### src/upstreamPkg.sv
package upstreamPkg;

  //////////////////////////////////////////////////////////////////////
  // Word and field widths

  // Host word as seen by the PC
  localparam int PcWidth = 40;
  // Chip payload carried through untouched
  localparam int BdWidth = 34;
  // Wall time in time units
  localparam int TimeWidth = 48;
  localparam int HalfTimeWidth = TimeWidth / 2;
  // Spike filter bank outputs
  localparam int SfIdxWidth = 10;
  // State is the DSP width
  localparam int SfStateWidth = 27;

  //////////////////////////////////////////////////////////////////////
  // Field positions in the host word

  localparam int SrcBit = PcWidth - 1;
  localparam int KindBit = PcWidth - 2;
  // Zero pad between source bit and BD payload
  localparam int BdPadWidth = PcWidth - BdWidth - 1;
  // Filter index field takes whatever is left above the state
  localparam int SfIdxFieldWidth = PcWidth - SfStateWidth - 2;
  localparam int SfIdxLsb = SfStateWidth;
  localparam int SfIdxMsb = SfIdxLsb + SfIdxFieldWidth - 1;
  // Heartbeat hi/lo flag sits above the time half
  localparam int HbFlagWidth = PcWidth - HalfTimeWidth - 2;
  localparam int HbFlagLsb = HalfTimeWidth;
  localparam int HbFlagMsb = HbFlagLsb + HbFlagWidth - 1;

  //////////////////////////////////////////////////////////////////////
  // Tag values

  localparam logic SrcBd = 1'b0;
  localparam logic SrcFpga = 1'b1;
  localparam logic KindSpike = 1'b0;
  localparam logic KindHeartbeat = 1'b1;
  // Low half first, then high half
  localparam logic [HbFlagWidth-1:0] HbLo = HbFlagWidth'(0);
  localparam logic [HbFlagWidth-1:0] HbHi = HbFlagWidth'(1);

  // One packed host word
  typedef logic [PcWidth-1:0] pcWord_t;

endpackage

### src/timeKeeper.sv
`timescale 1ns/1ps

module timeKeeper #(
  parameter int ClksPerUnit = 100,
  parameter int HbEveryUnits = 1000
) (
  input  logic clk,
  input  logic reset,
  output logic [upstreamPkg::TimeWidth-1:0] timeElapsed,
  output logic hbPulse
);

  // Counter widths, kept at least one bit for tiny parameter values
  localparam int PreWidth = (ClksPerUnit > 1) ? $clog2(ClksPerUnit) : 1;
  localparam int UnitWidth = (HbEveryUnits > 1) ? $clog2(HbEveryUnits) : 1;

  logic [PreWidth-1:0] preCnt;
  logic [UnitWidth-1:0] unitCnt;
  logic unitTick;
  logic hbDue;

  // Last clock of a time unit
  assign unitTick = (preCnt == PreWidth'(ClksPerUnit - 1));
  // This unit tick lands on a heartbeat boundary
  assign hbDue = unitTick && (unitCnt == UnitWidth'(HbEveryUnits - 1));

  //////////////////////////////////////////////////////////////////////
  // Cycle prescaler

  always_ff @(posedge clk, posedge reset) begin
    if (reset) begin
      preCnt <= '0;
    end else if (unitTick) begin
      preCnt <= '0;
    end else begin
      preCnt <= preCnt + 1'b1;
    end
  end

  //////////////////////////////////////////////////////////////////////
  // Wall time and heartbeat unit counter

  always_ff @(posedge clk, posedge reset) begin
    if (reset) begin
      timeElapsed <= '0;
      unitCnt <= '0;
      hbPulse <= 1'b0;
    end else begin
      // Pulse is registered with the new time so both show in one cycle
      hbPulse <= hbDue;
      if (unitTick) begin
        timeElapsed <= timeElapsed + 1'b1;
        // Wrap at HbEveryUnits
        if (hbDue) begin
          unitCnt <= '0;
        end else begin
          unitCnt <= unitCnt + 1'b1;
        end
      end
    end
  end

endmodule

### src/channelMerge.sv
`timescale 1ns/1ps

module channelMerge (
  input  logic clk,
  input  logic reset,
  // First input channel
  input  logic aVld,
  input  upstreamPkg::pcWord_t aData,
  output logic aAck,
  // Second input channel
  input  logic bVld,
  input  upstreamPkg::pcWord_t bData,
  output logic bAck,
  // Merged output, one register deep
  output logic outVld,
  output upstreamPkg::pcWord_t outData,
  input  logic outAck
);

  // Set when b won the most recent transfer
  logic lastB;
  logic room;
  logic grantA;
  logic grantB;
  logic load;

  //////////////////////////////////////////////////////////////////////
  // Grant and ack

  // Register is free now or drains on this edge
  assign room = !outVld || outAck;

  // b wins when alone, or when both are valid and a was served last
  assign grantB = bVld && (!aVld || !lastB);
  assign grantA = aVld && !grantB;

  // Only the winner sees ack
  assign aAck = room && grantA;
  assign bAck = room && grantB;

  assign load = aAck || bAck;

  //////////////////////////////////////////////////////////////////////
  // Output register control

  always_ff @(posedge clk, posedge reset) begin
    if (reset) begin
      outVld <= 1'b0;
      lastB <= 1'b0;
    end else begin
      if (load) begin
        // New word replaces or follows the drained one
        outVld <= 1'b1;
        lastB <= grantB;
      end else if (outAck) begin
        // Drained with nothing behind it
        outVld <= 1'b0;
      end
    end
  end

  // Payload register
  always_ff @(posedge clk) begin
    if (load) begin
      outData <= grantB ? bData : aData;
    end
  end

endmodule

### src/pcPacker.sv
`timescale 1ns/1ps

module pcPacker (
  input  logic clk,
  input  logic reset,
  // Chip traffic, passed through
  input  logic bdVld,
  input  logic [upstreamPkg::BdWidth-1:0] bdData,
  output logic bdAck,
  // Filtered spike states
  input  logic sfVld,
  input  logic [upstreamPkg::SfIdxWidth-1:0] sfFiltIdx,
  input  logic [upstreamPkg::SfStateWidth-1:0] sfFiltState,
  output logic sfAck,
  // From the time keeper
  input  logic hbPulse,
  input  logic [upstreamPkg::TimeWidth-1:0] timeElapsed,
  // Stream to the host
  output logic pcVld,
  output upstreamPkg::pcWord_t pcData,
  input  logic pcAck
);

  //////////////////////////////////////////////////////////////////////
  // Host word formats
  //
  // BD word        [ 0 | 00000 | payload 34 ]
  // Spike word     [ 1 | 0 | filter index 11 | state 27 ]
  // Heartbeat word [ 1 | 1 | hi/lo flag 14 | time half 24 ]
  //
  // Filter index is zero extended into its 11 bit field
  // Flag is 0 for the time LSBs and 1 for the time MSBs

  typedef enum logic [1:0] {
    HbIdle,
    HbSendLo,
    HbSendHi
  } hbState_t;

  upstreamPkg::pcWord_t bdWord;
  upstreamPkg::pcWord_t sfWord;
  upstreamPkg::pcWord_t hbWord;
  logic hbVld;
  logic hbAck;

  hbState_t hbState;
  hbState_t hbNext;
  // Time captured at the pulse
  logic [upstreamPkg::TimeWidth-1:0] hbTime;
  logic [upstreamPkg::HalfTimeWidth-1:0] hbHalf;
  logic [upstreamPkg::HbFlagWidth-1:0] hbFlag;

  // Inner merge output feeds the root merge
  logic innerVld;
  upstreamPkg::pcWord_t innerData;
  logic innerAck;

  //////////////////////////////////////////////////////////////////////
  // BD tagging

  assign bdWord = {upstreamPkg::SrcBd, upstreamPkg::BdPadWidth'(0), bdData};

  //////////////////////////////////////////////////////////////////////
  // Spike tagging

  assign sfWord = {upstreamPkg::SrcFpga, upstreamPkg::KindSpike,
                   upstreamPkg::SfIdxFieldWidth'(sfFiltIdx), sfFiltState};

  //////////////////////////////////////////////////////////////////////
  // Heartbeat FSM
  // Latches the time on a pulse, then sends low and high halves in turn

  always_comb begin
    hbNext = hbState;
    unique case (hbState)
      HbIdle:
        if (hbPulse) begin
          hbNext = HbSendLo;
        end
      HbSendLo:
        if (hbAck) begin
          hbNext = HbSendHi;
        end
      HbSendHi:
        if (hbAck) begin
          hbNext = HbIdle;
        end
      default:
        hbNext = HbIdle;
    endcase
  end

  always_ff @(posedge clk, posedge reset) begin
    if (reset) begin
      hbState <= HbIdle;
    end else begin
      hbState <= hbNext;
    end
  end

  // Pulses outside idle are dropped, the capture waits for idle
  always_ff @(posedge clk) begin
    if (hbState == HbIdle && hbPulse) begin
      hbTime <= timeElapsed;
    end
  end

  assign hbVld = (hbState != HbIdle);
  assign hbFlag = (hbState == HbSendHi) ? upstreamPkg::HbHi : upstreamPkg::HbLo;
  assign hbHalf = (hbState == HbSendHi)
                ? hbTime[upstreamPkg::TimeWidth-1:upstreamPkg::HalfTimeWidth]
                : hbTime[upstreamPkg::HalfTimeWidth-1:0];
  assign hbWord = {upstreamPkg::SrcFpga, upstreamPkg::KindHeartbeat, hbFlag, hbHalf};

  //////////////////////////////////////////////////////////////////////
  // Merge tree
  // Spike and heartbeat share the inner merge, BD joins at the root

  channelMerge hbSfMerge (
    .clk     (clk),
    .reset   (reset),
    .aVld    (sfVld),
    .aData   (sfWord),
    .aAck    (sfAck),
    .bVld    (hbVld),
    .bData   (hbWord),
    .bAck    (hbAck),
    .outVld  (innerVld),
    .outData (innerData),
    .outAck  (innerAck)
  );

  channelMerge rootMerge (
    .clk     (clk),
    .reset   (reset),
    .aVld    (bdVld),
    .aData   (bdWord),
    .aAck    (bdAck),
    .bVld    (innerVld),
    .bData   (innerData),
    .bAck    (innerAck),
    .outVld  (pcVld),
    .outData (pcData),
    .outAck  (pcAck)
  );

endmodule

### src/upstreamTop.sv
`timescale 1ns/1ps

module upstreamTop #(
  // Clock cycles per time unit
  parameter int ClksPerUnit = 100,
  // Time units between heartbeats
  parameter int HbEveryUnits = 1000
) (
  input  logic clk,
  input  logic reset,
  // Chip traffic
  input  logic bdVld,
  input  logic [upstreamPkg::BdWidth-1:0] bdData,
  output logic bdAck,
  // Filtered spikes
  input  logic sfVld,
  input  logic [upstreamPkg::SfIdxWidth-1:0] sfFiltIdx,
  input  logic [upstreamPkg::SfStateWidth-1:0] sfFiltState,
  output logic sfAck,
  // Host side
  output logic pcVld,
  output upstreamPkg::pcWord_t pcData,
  input  logic pcAck
);

  logic [upstreamPkg::TimeWidth-1:0] timeElapsed;
  logic hbPulse;

  // Wall time and heartbeat request
  timeKeeper #(
    .ClksPerUnit  (ClksPerUnit),
    .HbEveryUnits (HbEveryUnits)
  ) timeKeeperInst (
    .clk         (clk),
    .reset       (reset),
    .timeElapsed (timeElapsed),
    .hbPulse     (hbPulse)
  );

  // Tagging and merge into the host stream
  pcPacker pcPackerInst (
    .clk         (clk),
    .reset       (reset),
    .bdVld       (bdVld),
    .bdData      (bdData),
    .bdAck       (bdAck),
    .sfVld       (sfVld),
    .sfFiltIdx   (sfFiltIdx),
    .sfFiltState (sfFiltState),
    .sfAck       (sfAck),
    .hbPulse     (hbPulse),
    .timeElapsed (timeElapsed),
    .pcVld       (pcVld),
    .pcData      (pcData),
    .pcAck       (pcAck)
  );

endmodule

### config.mk
export PLATFORM = sky130hd
export DESIGN_NAME = upstreamTop
export DESIGN_NICKNAME = d
export VERILOG_FILES = /design/src/upstreamPkg.sv /design/src/timeKeeper.sv /design/src/channelMerge.sv /design/src/pcPacker.sv /design/src/upstreamTop.sv
export SDC_FILE = /design/constraint.sdc
export NUM_CORES = 1
export LEC_CHECK = 0
export ABC_AREA = 1
export BUFFER_PORTS_ARGS = -buffer_cell sky130_fd_sc_hd__clkbuf_2
export CAP_MARGIN = 20
export CORE_MARGIN = 2
export CORE_UTILIZATION = 23
export DETAILED_ROUTE_END_ITERATION = 12
export GPL_ROUTABILITY_DRIVEN = 0
export PLACE_DENSITY = 0.46
export SLEW_MARGIN = 5
export SYNTH_ARGS = -nofsm -noshare
export SYNTH_HDL_FRONTEND = slang
export SYNTH_SLANG_ARGS = --single-unit
export TNS_END_PERCENT = 30
### constraint.sdc
create_clock -name clk -period 3.7 [get_ports clk]
set_input_delay 0.185 -clock clk [delete_from_list [all_inputs] [get_ports clk]]
set_output_delay 0.185 -clock clk [all_outputs]
set_load 0.005 [all_outputs]
Word-level counts from Yosys, hierarchy flattened:

Index checks and enable logic that the tools add are counted.

* register bits: 199
* output and inout port bits: 43
* logic and storage cells: 66

* add/sub/neg operators: 3
* equality and inequality tests: 7
* multiplexer cells: 14
* reductions and logical operators: 29

Operators by type and width (count)
* 48-bit by 1-bit adder with 48-bit output, second input constant: 1
* 39-bit two-way mux: 1
* 34-bit two-way mux: 1
* 24-bit two-way mux: 1
* 10-bit by 1-bit adder with 10-bit output, second input constant: 1
* 10-bit == test, second input constant: 1
* 1-bit logical AND: 10
* 10-bit two-way mux: 1
* 1-bit logical NOT: 8
* 7-bit by 1-bit adder with 7-bit output, second input constant: 1
* 7-bit == test, second input constant: 1
* 7-bit two-way mux: 1
* 1-bit logical OR: 6
* 2-bit two-way mux: 3
* 2-bit != test, second input constant: 3
* 2-bit one-hot mux with 3 select lines: 1
* 2-bit nonzero test: 3
* 1-bit two-way mux: 5
* 3-bit AND reduction: 1
* 2-bit by 1-bit == test with 1-bit output, second input constant: 1
* 2-bit == test, second input constant: 1
* 2-bit logical NOT: 1

Longest topological paths before layout:

Gate-level depths: netlist (run 1).

* depth after elaboration: 8
* mapped depth: 11
* mapped depth without buffers: 11

Cells and area by module:

Synthesis (run 1) repeated with hierarchy kept, for this count alone.

* cells, all modules: 1075
* area, all modules: 9648.0 um^2

By module, submodules not included
* timeKeeper: times used 1, cells an instance 549, area an instance 3858.7 um^2, sequential area each 1651.6 um^2
* channelMerge: times used 2, cells an instance 190, area an instance 1910.6 um^2, sequential area each 1251.2 um^2
* pcPacker: times used 1, cells an instance 146, area an instance 1968.1 um^2, sequential area each 1491.4 um^2

Worst setup path after synthesis (run 1):

OpenSTA, ideal clock, no wires.

* path type: flip-flop to flip-flop
* start point: register pcPackerInst.hbState[0]
* end point: register pcPackerInst.hbSfMerge.outData[0], enable pin
* setup time: 446 ps
* arrival: 2754 ps
* required time: 3254 ps
* slack: 500 ps
* cell stages (with the launch flop): 7
* buffers on the path: 2
* clock period less this slack: 3200 ps
* cells stage by stage: dfrtp_1 -> nor2_1 -> inv_1 -> nand2_1 -> buf_2 -> buf_2 -> a21oi_1

* word-level cells in the longest chain between the ends: 6

Ends and longest elaborated chain
* start: declaration: line pcPacker.sv:46 `hbState_t hbState;`
* start signal: assignment: line pcPacker.sv:95 `hbState <= HbIdle;`
* start signal: assignment: line pcPacker.sv:97 `hbState <= hbNext;`
* 2-bit nonzero test (*): line pcPacker.sv:108 `assign hbVld = (hbState != HbIdle);`
* 1-bit logical AND (*): line channelMerge.sv:34 `assign grantB = bVld && (!aVld || !lastB);`
* 1-bit logical NOT: line channelMerge.sv:35 `assign grantA = aVld && !grantB;`
* 1-bit logical AND: line channelMerge.sv:35
* 1-bit logical AND: line channelMerge.sv:38 `assign aAck = room && grantA;`
* 1-bit logical OR (*): line channelMerge.sv:41 `assign load = aAck || bAck;`
* net pcPackerInst.hbSfMerge.load: line channelMerge.sv:25 `logic load;`
* end signal: assignment: line channelMerge.sv:65 `outData <= grantB ? bData : aData;`
* end: declaration: line channelMerge.sv:16 `output upstreamPkg::pcWord_t outData,`

The timed path passes the listed nets; every way through them passes the cells marked *.
A chain may end at the register's enable or synchronous reset.

Final worst setup path (run 1):

* start point: register pcPackerInst.hbState[0]
* end point: output port sfAck

* word-level cells in the longest chain between the ends: 5

Ends and longest elaborated chain
* 2-bit nonzero test: line pcPacker.sv:108
* 1-bit logical AND: line channelMerge.sv:34
* 1-bit logical NOT: line channelMerge.sv:35
* 1-bit logical AND: line channelMerge.sv:35
* 1-bit logical AND: line channelMerge.sv:38
* end: declaration: line upstreamTop.sv:19 `output logic sfAck,`

No other way between the ends.

==> qor.txt, run 1 <==
RR Startpoint = pcPackerInst.rootMerge.outVld
Core box area = 0.0386 mm²
Fin util = 0.280
Vias/cell = 4.02
Iter 0 DRT Violations = 343
Drt first pass iters = 5
CTS Root Cell = clkbuf_16
Vias in the first global route = 6389
Most common cell after layout, fill and taps aside = nand2_1
WL met1 = 9.78 mm
Status = finished clean
Worst setup EP type = output pin
Post-synth EDFFs = 125
CP Class = reg -> out
Critical Path AT = 2.31 ns
Routed Antenna Nets = 0
CTS Buffer Depth = 2
Die W = 201 µm
CP max FO = 22
I/O pin count = 119
Diodes inserted = 0
Worst setup path start = pcPackerInst.hbState[0]
Total Nets Final = 1112
Most frequent cells in the layout = nand2_1, edfxtp_1, clkbuf_2, nor2_1, inv_1
Share of cells above drive strength 1 = 0.202
Mapped Area = 0.00896 mm²
Power density cells = 448 mW/mm²
Routed via count = 6294
Seq/Total Area, Yosys = 0.620
Die Area = 0.0405 mm²
Grt ovf = 0
Ys async rst share = 0.365
Cells after synthesis = 906
Syn_area_per_cell = 9.89 µm²
DP Area = 0.0102 mm²
Top routing layer in use = met4
Setup Viol. Count Final = 0
Clk_lat worst skew = 0.43 ns
CTS Buf Count = 17
DRC viols = 0
Worst VDD drop = 311 µV
Worst-margin pin slew = 0.669 ns
Maxcap violations = 0
Fin crit period = 2.49 ns
Worst Setup Start Kind = flop
Initial Utilization = 0.232
RSZ-0062 raised after global routing = false
Post-synth top flop = edfxtp_1
Die Y = 201 µm
Final instance area = 0.0108 mm²
Hold Path Origin = bdData[19]
Post-DP HPWL = 16.2 mm
IO buf count = 117
First-pass GRT wire length = 34.6 mm
CP Data Required Time = 3.51 ns
YS warnings = 0
Post-synthesis cell type count = 39
Largest net degree at the start of global routing = 42
Clock slew at reported path FFs = 0.07 ns
WL met3 = 836 µm
Flops & latches, synth = 197
H-tree depth = 4
Final worst path period share = 0.673
WL/cell = 13.5 µm
Setup bufs post-CTS = 0
Final hold violation count = 0
WL final = 21.1 mm
GRT Overall Usage = 0.107
Relative slew slack = 0.554
Std cell rows = 72
CTS Sinks = 197
Design Power = 4830 µW
Type of the tightest min-delay check = in -> reg
Hold Slack = 0.0201 ns
Fin Setup TNS = 0 ns
P&R area growth vs syn = 20.4%
Final Max Tran Viols = 0
Clk_skew = 0.0120 ns
WL met2 = 10.2 mm
Initial antenna violation count = 0
Mapped Nets = 985
Static Leak = 0.00450 µW
CTS tree = yes
Fmax = 0.401 GHz
[layout make-up]
type / instances / area, µm²
Inverter: 81 / 305
Fill cell: 4178 / 27800
Timing Repair Buffer: 130 / 708
Sequential cell: 197 / 5560
Clock buffer: 19 / 433
Tap cell: 518 / 648
Multi-Input combinational cell: 606 / 3010
Clock inverter: 13 / 121
[layer usage]
layer  vias up  track usage
met3        19       0.0227
met4         0       0.0352
met2       134        0.180
met5         -            0
met1      2942        0.137
li1       3199            -
[cells in the mapped netlist (2+ instances only)]
| master | instances | area share |
|---|---|---|
| inv_1 | 77 | 0.032 |
| o21bai_1 | 2 | 0.0017 |
| nand2_4 | 6 | 0.0075 |
| nand3b_1 | 9 | 0.0075 |
| clkbuf_1 | 11 | 0.0046 |
| dfrtp_1 | 72 | 0.20 |
| nand2_2 | 8 | 0.0056 |
| o21ai_0 | 11 | 0.0061 |
| nor3_1 | 16 | 0.0089 |
| nor2_1 | 101 | 0.042 |
| buf_6 | 3 | 0.0038 |
| nand2_1 | 281 | 0.12 |
| nor2_4 | 13 | 0.016 |
| xor2_1 | 19 | 0.019 |
| ha_1 | 3 | 0.0042 |
| nor2_8 | 3 | 0.0067 |
| edfxtp_1 | 125 | 0.42 |
| inv_2 | 2 | 0.00084 |
| nor2_2 | 10 | 0.0070 |
| a21oi_1 | 54 | 0.030 |
| buf_2 | 6 | 0.0034 |
| xnor2_1 | 13 | 0.013 |
| nand4_1 | 15 | 0.010 |
| nand3_1 | 31 | 0.017 |
[registers in the layout (all words and copies together) (netlist names)]
register,flops
pcPackerInst.hbTime,48
pcPackerInst.hbState,2
pcPackerInst.hbSfMerge.outData,38
pcPackerInst.hbSfMerge.outVld,1
timeKeeperInst.hbPulse,1
timeKeeperInst.unitCnt,10
pcPackerInst.rootMerge.outVld,1
timeKeeperInst.timeElapsed,48
pcPackerInst.rootMerge.lastB,1
pcPackerInst.rootMerge.outData,39
pcPackerInst.hbSfMerge.lastB,1
timeKeeperInst.preCnt,7
[worst max-delay path: stages (launching register included)]
cell,delay (ns)
dfrtp_1,0.42
nor2_1,0.10
inv_1,0.08
nand2_1,0.29
inv_1,0.32
buf_16,0.25
nor3_1,0.24
clkbuf_2,0.17
[cell families after synthesis]
kind of cell | count (synthesis) | share of synthesized area
compound gates | 71 | 0.0412
xor+xnor | 32 | 0.0313
fa+ha+maj | 3 | 0.00419
buf+inv | 103 | 0.0471
flops | 197 | 0.620
other cells | 1 | 0.000419
simple gates | 499 | 0.256
[power breakdown]
part           internal, µW  switching, µW
clock                   936            821
sequential             2550           43.7
combinational           172            304
[timing repair]
item,in CTS,in global routing
resized for setup,0,0
hold buffers,2,0
hold endpoints to repair,29,0
[through the flow]
stage | cells | setup WS [ns]
6_report | 1564 | 1.21
5_1_grt | 1564 | 0.897
4_1_cts | 1564 | 1.14
3_5_place_dp | 1530 | 1.39
3_3_place_gp | 1529 | 1.33
2_1_floorplan | 906 | 0.500
[final timing paths]
check / slack, ns / depth (start not counted) / endpoint
worst max register to register: 1.43 / 6 / pcPackerInst.hbSfMerge.outData[15]
max in group asynchronous: 2.50 / 4 / pcPackerInst.hbState[1]
min in group asynchronous: 0.38 / 3 / timeKeeperInst.preCnt[5]
worst min register to register: 0.46 / 1 / timeKeeperInst.preCnt[0]
worst max-delay path: 1.21 / 7 / sfAck
worst min-delay path: 0.02 / 3 / pcPackerInst.rootMerge.outData[19]
(Power assumes the default switching activity.)
==> run 2, diff against run 1 <==
--- a/config.mk
+++ b/config.mk
@@ -5,7 +5,7 @@
 export SDC_FILE = /design/constraint.sdc
 export NUM_CORES = 1
 export LEC_CHECK = 0
-export ABC_AREA = 1
+export ABC_AREA = 0
 export BUFFER_PORTS_ARGS = -buffer_cell sky130_fd_sc_hd__clkbuf_2
 export CAP_MARGIN = 20
 export CORE_MARGIN = 2
==> constraint.sdc (replaced) <==
create_clock -name clk -period 2.4 [get_ports clk]
set_input_delay 0.12 -clock clk [delete_from_list [all_inputs] [get_ports clk]]
set_output_delay 0.12 -clock clk [all_outputs]
set_load 0.005 [all_outputs]
==> qor.txt, run 2 <==
Status = finished clean
Flops & latches, synth = 197 (unchanged)
Maxcap violations = 0 (unchanged)
CP Class = reg -> reg
Power density cells = 791 mW/mm² (+77%)
Top routing layer in use = met4
CTS Buffer Depth = 2 (unchanged)
Initial antenna violation count = 0 (unchanged)
Static Leak = 0.00414 µW (-8.0%)
Top cell type's share of synthesized area = 0.464 (+0.0452)
Hold Path Origin = bdData[27]
Ys async rst share = 0.365 (unchanged)
Syn_area_per_cell = 14.2 µm² (+43%)
Clock slew at reported path FFs = 0.07 ns (about the same)
Most common cell after layout, fill and taps aside = edfxtp_1
Iter 0 DRT Violations = 188 (-45%)
H-tree depth = 4 (unchanged)
I/O pin count = 119 (unchanged)
RR Startpoint = timeKeeperInst.preCnt[0]
CTS Root Cell = clkbuf_16
Clk_skew = 0.00836 ns (-0.00368 ns)
Setup Viol. Count Final = 0 (unchanged)
Relative slew slack = 0.581 (+0.0278)
DRC viols = 0 (unchanged)
Drt first pass iters = 4 (-1)
IO buf count = 117 (unchanged)
WL final = 16.3 mm (-23%)
Post-synthesis cell type count = 44 (+13%)
Fin crit period = 2.08 ns
P&R area growth vs syn = 30.5%
GRT Overall Usage = 0.0933 (-0.0140)
Final Non-Filler Cells = 1239 (-21%)
Most frequent cells in the layout = edfxtp_1, clkbuf_2, dfrtp_1, dlygate4sd3_1, nand2_1
Largest cells by area after synthesis = edfxtp_1, dfrtp_1, mux2_2
Worst setup path start = timeKeeperInst.preCnt[0]
Fmax = 0.480 GHz
Post-cts resize count = 0 (unchanged)
Diodes inserted = 0 (unchanged)
Worst VDD drop = 477 µV (+53%)
Post-DP HPWL = 11.0 mm (-32%)
Design Power = 8350 µW (+73%)
Most common cell in the netlist = edfxtp_1
YS warnings = 0 (unchanged)
WL met1 = 7.70 mm (-21%)
RSZ-0062 raised after global routing = false
Final worst path period share = 0.868
Routed via count = 4926 (-22%)
Initial Utilization = 0.234 (+0.00175)
CP Data Required Time = 2.71 ns (-0.80 ns)
First-pass GRT wire length = 26.6 mm (-23%)
WL met3 = 436 µm (-48%)
Post-synth top flop = edfxtp_1
Core box area = 0.0345 mm² (-10%)
Final instance area = 0.0106 mm² (-2.1%)
Std cell rows = 68 (-5.6%)
Vias/cell = 3.98 (-1.2%)
Filler cells = 3548 (-15%)
Mapped Nets = 650 (-34%)
Flop2flop setup slack = 0.32 ns (-1.11 ns)
Type of the tightest min-delay check = in -> reg
Worst setup EP type = flop
Routed Antenna Nets = 0 (unchanged)
Mapped Area = 0.00809 mm² (-9.7%)
CTS tree = yes
CP max FO = 7 (-68%)
Worst Setup Start Kind = flop
DP Area = 0.00931 mm² (-8.8%)
Final Max Tran Viols = 0 (unchanged)
Total Nets Final = 850 (-24%)
Seq/Total Area, Yosys = 0.687 (+0.0669)
Die Y = 192 µm (-4.9%)
Share of cells above drive strength 1 = 0.269 (+0.0674)
Placed instance count = 1135 (-26%)
WL met2 = 7.98 mm (-22%)
Largest net degree at the start of global routing = 64 (+52%)
WL/cell = 13.2 µm (-2.5%)
Clk_lat worst skew = 0.43 ns (about the same)
Largest regs = pcPackerInst.hbTime: 48 flops, timeKeeperInst.timeElapsed: 48 flops, pcPackerInst.rootMerge.outData: 39 flops
CTS Sinks = 197 (unchanged)
Die Area = 0.0367 mm² (-9.5%)
CTS Buf Count = 17 (unchanged)
Synth area leader = edfxtp_1
Post-synth EDFFs = 125 (unchanged)
Synth top cells by count = edfxtp_1, dfrtp_1, nand2_1
Grt ovf = 0 (unchanged)
Hold Slack = 0.0215 ns (+0.00133 ns)
Final hold violation count = 0 (unchanged)
Critical Path AT = 2.39 ns (+0.08 ns)
Vias in the first global route = 5105 (-20%)
Worst-margin pin slew = 0.627 ns (-0.0416 ns)
Fin Setup TNS = 0 ns (unchanged)
Die W = 192 µm (-4.9%)
Cells after synthesis = 571 (-37%)
==> run 2: kinds of logic (layout without fill, tap and decap cells) <==
logic type,Yosys count,count (layout),share of synthesized area
XOR/XNOR,55,55,0.0596
buffers and inverters,22,235,0.0119
AND/OR/NAND/NOR,190,190,0.128
adder cells (fa/ha/maj),3,3,0.00464
flip-flops,197,197,0.687
multiplexers,59,59,0.0784
AO/OA/AOI/OAI,44,44,0.0296
other,1,1,0.000464
==> run 2: per-stage QoR <==
step           setup slack [ns]   util
3_3_place_gp              0.304  0.269
4_1_cts                   0.221  0.305
5_1_grt                   0.147  0.306
2_1_floorplan             0.338      -
3_5_place_dp              0.249  0.269
6_report                  0.318  0.306
==> run 2: cell type report <==
type,count,area [µm²],area share
Clock inverter,15,106,0.0101
Multi-Input combinational cell,352,2460,0.233
Timing Repair Buffer,199,1430,0.135
Tap cell,455,569,0.0539
Clock buffer,17,425,0.0403
Sequential cell,197,5560,0.526
Inverter,4,15.0,0.00142
==> run 2: power breakdown <==
part,switching (µW),internal (µW)
clock network,1260,1330
registers,122,4180
logic,741,718
==> run 2: final timing paths <==
| check | end | depth (start not counted) |
|---|---|---|
| setup / recovery | timeKeeperInst.timeElapsed[45] | 7 |
| hold / removal | pcPackerInst.rootMerge.outData[27] | 2 |
| setup reg to reg | timeKeeperInst.timeElapsed[45] | 7 |
| hold reg to reg | timeKeeperInst.preCnt[0] | 1 |
| max in group asynchronous | timeKeeperInst.timeElapsed[8] | 4 |
| min in group asynchronous | timeKeeperInst.preCnt[1] | 3 |
==> run 2: what timing repair did <==
action,CTS,global route
buffers inserted,0,2
setup endpoints to repair,0,1
hold buffers,70,0
hold endpoints to repair,95,0
==> run 2: critical path, cell delays in order, from the launching register on <==
cell      delay [ns]
dfrtp_1         0.37
ha_1            0.24
and4bb_4        0.34
nand4_4         0.19
nor4bb_1        0.34
buf_4           0.22
nand4_1         0.12
xnor2_1         0.15
==> run 2: per-layer routing <==
| metal | up-vias | track usage |
|---|---|---|
| met3 | 12 | 0.0178 |
| met2 | 81 | 0.159 |
| met1 | 2360 | 0.117 |
| met5 | - | 0 |
| li1 | 2473 | - |
| met4 | 0 | 0.0346 |
